$ cat config.mk
export PLATFORM = sky130hd
export DESIGN_NAME = routerOutputPort
export DESIGN_NICKNAME = d
export VERILOG_FILES = /design/src/routerPkg.sv /design/src/flitDecoder.sv /design/src/portArbiter.sv /design/src/outputSwitch.sv /design/src/routerOutputPort.sv
export VERILOG_INCLUDE_DIRS = /design/src
export SDC_FILE = /design/constraint.sdc
export NUM_CORES = 1
export LEC_CHECK = 0
export BUFFER_PORTS_ARGS = -buffer_cell sky130_fd_sc_hd__buf_2
export CAP_MARGIN = 20
export CORE_UTILIZATION = 45
export CTS_CLUSTER_SIZE = 25
export DETAILED_ROUTE_END_ITERATION = 6
export PLACE_DENSITY = 0.73
export RECOVER_POWER = 50
export SYNTH_ARGS = -nofsm -noshare
export SYNTH_HDL_FRONTEND = slang
export SYNTH_SLANG_ARGS = --single-unit
$ cat constraint.sdc
create_clock -name clk -period 8.03 [get_ports clk]
set_input_delay 0 -clock clk [delete_from_list [all_inputs] [get_ports clk]]
set_output_delay 0 -clock clk [all_outputs]
set_load 0.005 [all_outputs]
$ cat src/router_settings.svh
`ifndef ROUTER_SETTINGS_SVH
`define ROUTER_SETTINGS_SVH

// Flit field widths
`define FLIT_KIND_W 3
`define FLIT_DATA_W 12

`define NUM_PORTS 5

`define DROP_CNT_W 8

// Flit kind codes
`define KIND_HEADER 3'd1
`define KIND_BODY   3'd2

`endif

$ cat src/routerPkg.sv
`include "router_settings.svh"

package routerPkg;

  typedef logic [`FLIT_KIND_W-1:0] flitKindT;
  typedef logic [`FLIT_DATA_W-1:0] flitDataT;

  typedef struct packed {
    flitKindT kind;
    flitDataT data;  // Packet length for a header, payload for a body flit
  } flitT;

  typedef logic [$clog2(`NUM_PORTS)-1:0] portIdT;

  localparam portIdT PORT_L = 3'd0;
  localparam portIdT PORT_N = 3'd1;
  localparam portIdT PORT_E = 3'd2;
  localparam portIdT PORT_W = 3'd3;
  localparam portIdT PORT_S = 3'd4;

  typedef struct packed {
    portIdT src;
    flitT   flit;
  } outFlitT;

  typedef enum logic [2:0] {
    IDLE,
    GRANT_L,
    GRANT_N,
    GRANT_E,
    GRANT_W,
    GRANT_S
  } grantStateT;

  function automatic portIdT grantPort(input grantStateT g);
    portIdT p;
    case (g)
      GRANT_N: p = PORT_N;
      GRANT_E: p = PORT_E;
      GRANT_W: p = PORT_W;
      GRANT_S: p = PORT_S;
      default: p = PORT_L;  // IDLE maps to L, callers check for IDLE themselves
    endcase
    return p;
  endfunction

  function automatic grantStateT portGrant(input portIdT p);
    grantStateT g;
    case (p)
      PORT_L:  g = GRANT_L;
      PORT_N:  g = GRANT_N;
      PORT_E:  g = GRANT_E;
      PORT_W:  g = GRANT_W;
      PORT_S:  g = GRANT_S;
      default: g = IDLE;
    endcase
    return g;
  endfunction

endpackage

$ cat src/flitDecoder.sv
`timescale 1ns/1ns
`include "router_settings.svh"

module flitDecoder (
  input  logic             clk,
  input  logic             rst,
  input  logic             inValid,
  input  routerPkg::flitT  inFlit,
  input  logic             transfer,
  output logic             req,
  output logic             lastFlit,
  output logic             strayDrop
);

  logic                inPacket;
  routerPkg::flitDataT budget;  // Flits still owed after the last transferred one

  logic isHeader;
  logic isBody;
  logic member;
  logic shortPacket;

  always_comb
  begin
    isHeader    = inFlit.kind == `KIND_HEADER;
    isBody      = inFlit.kind == `KIND_BODY;
    shortPacket = inFlit.data < 2;  // A zero length is taken as a lone header

    // A header may only open a packet, a body flit may only continue one
    member = (isHeader && !inPacket) || (isBody && inPacket);

    req       = inValid && member;
    strayDrop = inValid && !member;
    lastFlit  = member && ((isHeader && shortPacket) || (isBody && budget == 1));
  end

  // The budget survives a lost grant, so an interrupted packet picks up where it stopped
  always_ff @(posedge clk)
  begin
    if (rst)
    begin
      inPacket <= 1'b0;
      budget   <= '0;
    end
    else if (transfer)
    begin
      if (isHeader)
      begin
        inPacket <= !shortPacket;
        budget   <= shortPacket ? '0 : inFlit.data - 1'b1;
      end
      else
      begin
        inPacket <= budget != 1;  // Packet closes with its final body flit
        budget   <= budget - 1'b1;
      end
    end
  end

endmodule

$ cat src/portArbiter.sv
`timescale 1ns/1ns
`include "router_settings.svh"

module portArbiter (
  input  logic                    clk,
  input  logic                    rst,
  input  logic [`NUM_PORTS-1:0]   req,
  input  logic [`NUM_PORTS-1:0]   lastFlit,
  input  logic [`NUM_PORTS-1:0]   transfer,
  output routerPkg::grantStateT   grant
);

  routerPkg::grantStateT nextGrant;
  routerPkg::portIdT     curPort;
  routerPkg::portIdT     searchStart;
  logic                  granted;
  logic                  packetDone;
  logic                  holdGrant;

  always_comb
  begin
    granted = grant != routerPkg::IDLE;
    curPort = routerPkg::grantPort(grant);

    // Last flit leaving this cycle means the grant may move on the same edge
    packetDone = transfer[curPort] && lastFlit[curPort];
    holdGrant  = granted && req[curPort] && !packetDone;

    // Ring search begins after the current owner, or at L from IDLE
    if (!granted)
      searchStart = routerPkg::PORT_L;
    else if (curPort == routerPkg::PORT_S)
      searchStart = routerPkg::PORT_L;
    else
      searchStart = curPort + 1'b1;
  end

  always_comb
  begin : ringSearch
    int idx;
    idx       = 0;
    nextGrant = routerPkg::IDLE;
    if (holdGrant)
    begin
      nextGrant = grant;
    end
    else
    begin
      // Walk the ring backwards so the first requester in ring order is written last
      // The owner itself comes last, so a lone requester keeps the output
      for (int k = `NUM_PORTS - 1; k >= 0; k--)
      begin
        idx = (int'(searchStart) + k) % `NUM_PORTS;
        if (req[idx])
          nextGrant = routerPkg::portGrant(routerPkg::portIdT'(idx));
      end
    end
  end

  always_ff @(posedge clk)
  begin
    if (rst)
      grant <= routerPkg::IDLE;
    else
      grant <= nextGrant;
  end

endmodule

$ cat src/outputSwitch.sv
`timescale 1ns/1ns
`include "router_settings.svh"

module outputSwitch (
  input  logic                   clk,
  input  logic                   rst,
  input  routerPkg::grantStateT  grant,
  input  routerPkg::flitT        inFlit [`NUM_PORTS],
  input  logic [`NUM_PORTS-1:0]  transfer,
  output logic                   outValid,
  output routerPkg::outFlitT     outFlit
);

  routerPkg::portIdT selPort;
  logic              selXfer;

  always_comb
  begin
    selPort = routerPkg::grantPort(grant);
    selXfer = (grant != routerPkg::IDLE) && transfer[selPort];
  end

  always_ff @(posedge clk)
  begin
    if (rst)
      outValid <= 1'b0;
    else
      outValid <= selXfer;  // Single cycle pulse per forwarded flit
  end

  // Output payload only loads on a forwarded flit
  always_ff @(posedge clk)
  begin
    if (selXfer)
    begin
      outFlit.src  <= selPort;
      outFlit.flit <= inFlit[selPort];
    end
  end

endmodule

$ cat src/routerOutputPort.sv
`timescale 1ns/1ns
`include "router_settings.svh"

module routerOutputPort (
  input  logic                    clk,
  input  logic                    rst,
  input  logic [`NUM_PORTS-1:0]   inValid,
  input  routerPkg::flitT         inFlit [`NUM_PORTS],
  output logic [`NUM_PORTS-1:0]   inReady,
  output logic                    outValid,
  output routerPkg::outFlitT      outFlit,
  output logic [`DROP_CNT_W-1:0]  dropCount
);

  routerPkg::grantStateT   grant;
  logic [`NUM_PORTS-1:0]   req;
  logic [`NUM_PORTS-1:0]   lastFlit;
  logic [`NUM_PORTS-1:0]   strayDrop;
  logic [`NUM_PORTS-1:0]   transfer;  // Packet flits only, stray discards are excluded
  logic [`DROP_CNT_W:0]    dropSum;

  for (genvar p = 0; p < `NUM_PORTS; p++)
  begin : gPort
    assign inReady[p]  = (grant == routerPkg::portGrant(routerPkg::portIdT'(p))) || strayDrop[p];
    assign transfer[p] = req[p] && inReady[p];

    flitDecoder uDecoder (
      .clk       (clk),
      .rst       (rst),
      .inValid   (inValid[p]),
      .inFlit    (inFlit[p]),
      .transfer  (transfer[p]),
      .req       (req[p]),
      .lastFlit  (lastFlit[p]),
      .strayDrop (strayDrop[p])
    );
  end

  portArbiter uArbiter (
    .clk      (clk),
    .rst      (rst),
    .req      (req),
    .lastFlit (lastFlit),
    .transfer (transfer),
    .grant    (grant)
  );

  outputSwitch uSwitch (
    .clk      (clk),
    .rst      (rst),
    .grant    (grant),
    .inFlit   (inFlit),
    .transfer (transfer),
    .outValid (outValid),
    .outFlit  (outFlit)
  );

  // Several ports can drop a stray flit in the same cycle
  assign dropSum = {1'b0, dropCount} + (`DROP_CNT_W + 1)'($countones(strayDrop));

  always_ff @(posedge clk)
  begin
    if (rst)
      dropCount <= '0;
    else if (dropSum[`DROP_CNT_W])
      dropCount <= '1;  // Saturate rather than wrap
    else
      dropCount <= dropSum[`DROP_CNT_W-1:0];
  end

endmodule

==> impl_metrics.env <==
export IMPL_wl_per_cell_um=18.26
export IMPL_min_path_type="primary input to flop"
export IMPL_grtUsageTotal=0.2777
export IMPL_end_kind="flop"
export IMPL_p_leak_nw=3.643
export IMPL_route_vias_total=9399
export IMPL_clock_latency_ns=0.36
export IMPL_synth_top_area_share=0.1798
export IMPL_die_x_um=140.0
export IMPL_die_h_um=140.0
export IMPL_layout_nets=1381
export IMPL_cpMostUsedCell="ha_1"
export IMPL_drv_cap=0
export IMPL_fillers=1819
export IMPL_p_total_w=0.002554
export IMPL_syn_cell_area_sq_mm=0.008574
export IMPL_synth_most_common_cell="nor2_1"
export IMPL_area_growth_pct=12.59
export IMPL_hpwlAfterDp_mm=20.49
export IMPL_r2r_start="uArbiter.grant[1]"
export IMPL_tns_ns=0
export IMPL_std_cell_rows=50
export IMPL_hold_end="uSwitch.outFlit[7]"
export IMPL_post_synth_num_cell_types=87
export IMPL_grt_pass1_vias=8532
export IMPL_start_util=0.4584
export IMPL_cp_top_family="simple AND/OR/NAND/NOR gates"
export IMPL_p_per_area_mw_per_mm2=264.5
export IMPL_port_buffers=113
export IMPL_min_from="inFlit[67]"
export IMPL_hold_violations=0
export IMPL_drt_initial_drc_count=973
export IMPL_synth_ff_type="dfxtp_1"
export IMPL_r2r_end="uArbiter.grant[0]"
export IMPL_syn_inst=1164
export IMPL_yosys_warnings=0
export IMPL_final_util=0.5161
export IMPL_finalWeightedCongestion=0.9430
export IMPL_core_area_sq_mm=0.01871
export IMPL_io_pins=114
export IMPL_status="completed"
export IMPL_crit_fanout=36
export IMPL_cts_sinks=95
export IMPL_grt_ovfl_total=0
export IMPL_routed_via_density=6.308
export IMPL_numCtsBuffers=9
export IMPL_postCtsSetupBuffers=0
export IMPL_grt_pass1_wl_mm=43.64
export IMPL_fin_worst_skew_ns=0.01154
export IMPL_critical_path_depth=24
export IMPL_relSlewSlack=0.3583
export IMPL_grt_max_degree=76
export IMPL_syn_nets=1294
export IMPL_path_cells="clkinv_1 > nand2_1 > buf_4 > o21ai_0 > ha_1 > or4b_4 > a21oi_2 > nor2_2 > clkinv_2 > ha_1 > inv_1 > ha_1 > o311ai_1 > nand4_1 > nand2_1 > ha_1 > nand2b_1 > and2_1 > or4_1 > mux2i_1 > o311ai_2 > o31ai_1 > o211a_1 > o41a_1"
export IMPL_start_kind="flop"
export IMPL_post_route_period_util=0.8729
export IMPL_synth_commonest_cells="145 x nor2_1, 109 x o21ai_0, 90 x nand2_1, 83 x a21oi_1, 77 x dfxtp_1"
export IMPL_maxSlewViolCount=0
export IMPL_worst_hold_slack_ns=0.01041
export IMPL_wl_mm=27.20
export IMPL_setup_viol=0
export IMPL_cts_tree="built"
export IMPL_holdPathStages=2
export IMPL_antenna_found_initial=0
export IMPL_n_antenna_cell=0
export IMPL_root_buffer="clkbuf_16"
export IMPL_synth_top_area_cell="dfxtp_1"
export IMPL_fin_crit_ns=7.009
export IMPL_drc=0
export IMPL_synth_edf_count=18
export IMPL_syn_avg_cell_area_sq_um=7.366
export IMPL_cp_required_ns=8.27
export IMPL_ys_seq_area_frac=0.2428
export IMPL_cp_arrival_ns=7.25
export IMPL_h_tree_depth=3
export IMPL_r2r_slack_ns=1.02
export IMPL_peakVddDrop_mv=0.1735
export IMPL_critPathBufInv=4
export IMPL_path_clk_slew_ns=0.07
export IMPL_ys_top_cells_by_area="dfxtp_1 18%, ha_1 6.6%, o21ai_0 6.4%"
export IMPL_path_class="flop to flop"
export IMPL_synth_seq_cells=95
export IMPL_ant_nets=0
export IMPL_fp_dieArea_sq_mm=0.01961
export IMPL_grt_setup_unrepaired="no"
export IMPL_cts_path_max_buffers=2
export IMPL_fmax_mhz=142.7
export IMPL_worstRegToRegCells=24
export IMPL_worstMarginPinSlew_ns=0.9525
export IMPL_drive_above_1_share=0.1250
export IMPL_cpPeakStageDelay_ns=0.63
export IMPL_async_reset_ff_frac=0
export IMPL_cp_slowest_cell="or4_1"
export IMPL_firstDrtPassIters=5
## registers in the layout, summed over array words and instances (netlist names)
signal and count:
dropCount 8, gPort.uDecoder.budget 60, gPort.uDecoder.inPacket 5, uArbiter.grant 3
uSwitch.outFlit 18, uSwitch.outValid 1
## through the flow
| stage | cells | cell area [sq um] | setup slack [ns] |
|---|---|---|---|
| after floorplan | 1164 | 8574 | 1.842 |
| after global placement | 1469 | 9325 | 1.457 |
| after detailed placement | 1469 | 9325 | 1.082 |
| after CTS | 1489 | 9681 | 1.066 |
| after global routing | 1490 | 9654 | 0.4898 |
| final | 1490 | 9654 | 1.021 |
## layer usage
metal  routed length [um]  part of all wire  up-vias  global-route usage
li1                     -                 -     4494                   -
met1                11660              0.43     4374              0.3737
met2                12090              0.44      461              0.4329
met3                 2485             0.091       70             0.05299
met4                  959             0.035        0              0.1191
met5                    0                 0        -                   0
## worst max path at each step
stage | start | end | slack, ns
finish | uArbiter.grant[1] | uArbiter.grant[0] | 1.02
global route | uArbiter.grant[1] | uArbiter.grant[0] | 0.49
CTS | uArbiter.grant[1] | uArbiter.grant[0] | 1.07
detailed placement | uArbiter.grant[1] | uArbiter.grant[0] | 1.08
global placement | uArbiter.grant[1] | uArbiter.grant[0] | 1.46
floorplan | uArbiter.grant[2] | uArbiter.grant[0] | 1.84
## placed cells by master (no fill, tap or decap), drive strengths merged, types with 43 or more instances in the layout
cell,netlist,layout
nor2,146,146
inv,56,56
buf,6,112
nand2,91,91
dfxtp,77,77
xnor2,43,43
nor3,53,53
o21ai,111,111
a21oi,84,84
ha,45,45
## what timing repair did
| action | 4_1_cts | 5_1_grt |
|---|---|---|
| hold buffers | 4 | 0 |
| gates resized for setup | 0 | 0 |
| hold endpoints to repair | 4 | 0 |
## power breakdown
| part | internal (W) | switching (W) |
|---|---|---|
| registers | 0.000534 | 0.0000299 |
| clock network | 0.000274 | 0.000194 |
| logic | 0.000576 | 0.000946 |
| total | 0.00138 | 0.00117 |
## worst reg2reg max path, delay by kind of cell, from the launching register on
kind	cells	cell delay (ns)
buffers and inverters	4	0.91
multiplexers	1	0.17
AO/OA/AOI/OAI	7	1.99
flip-flops	1	0.55
AND/OR/NAND/NOR	8	2.12
adder cells (fa/ha/maj)	4	1.16
## area by class of cell
class | instances | area (sq um) | share of cell area
clock buffers | 11 | 232.7 | 0.02411
clock inverters | 5 | 82.58 | 0.008554
inverters | 58 | 221.5 | 0.02294
multi-input cells | 955 | 6053 | 0.6270
flip-flops and latches | 95 | 2082 | 0.2157
well taps | 234 | 292.8 | 0.03033
repair buffers | 132 | 689.4 | 0.07141
## kinds of logic after synthesis
| family | Yosys count | synth area share |
|---|---|---|
| mux | 19 | 0.02758 |
| buf+inv | 114 | 0.05239 |
| simple gates | 457 | 0.2640 |
| xor+xnor | 58 | 0.05924 |
| flops | 95 | 0.2428 |
| compound gates | 372 | 0.2802 |
| fa+ha+maj | 49 | 0.07384 |
(Power assumes the default switching activity.)
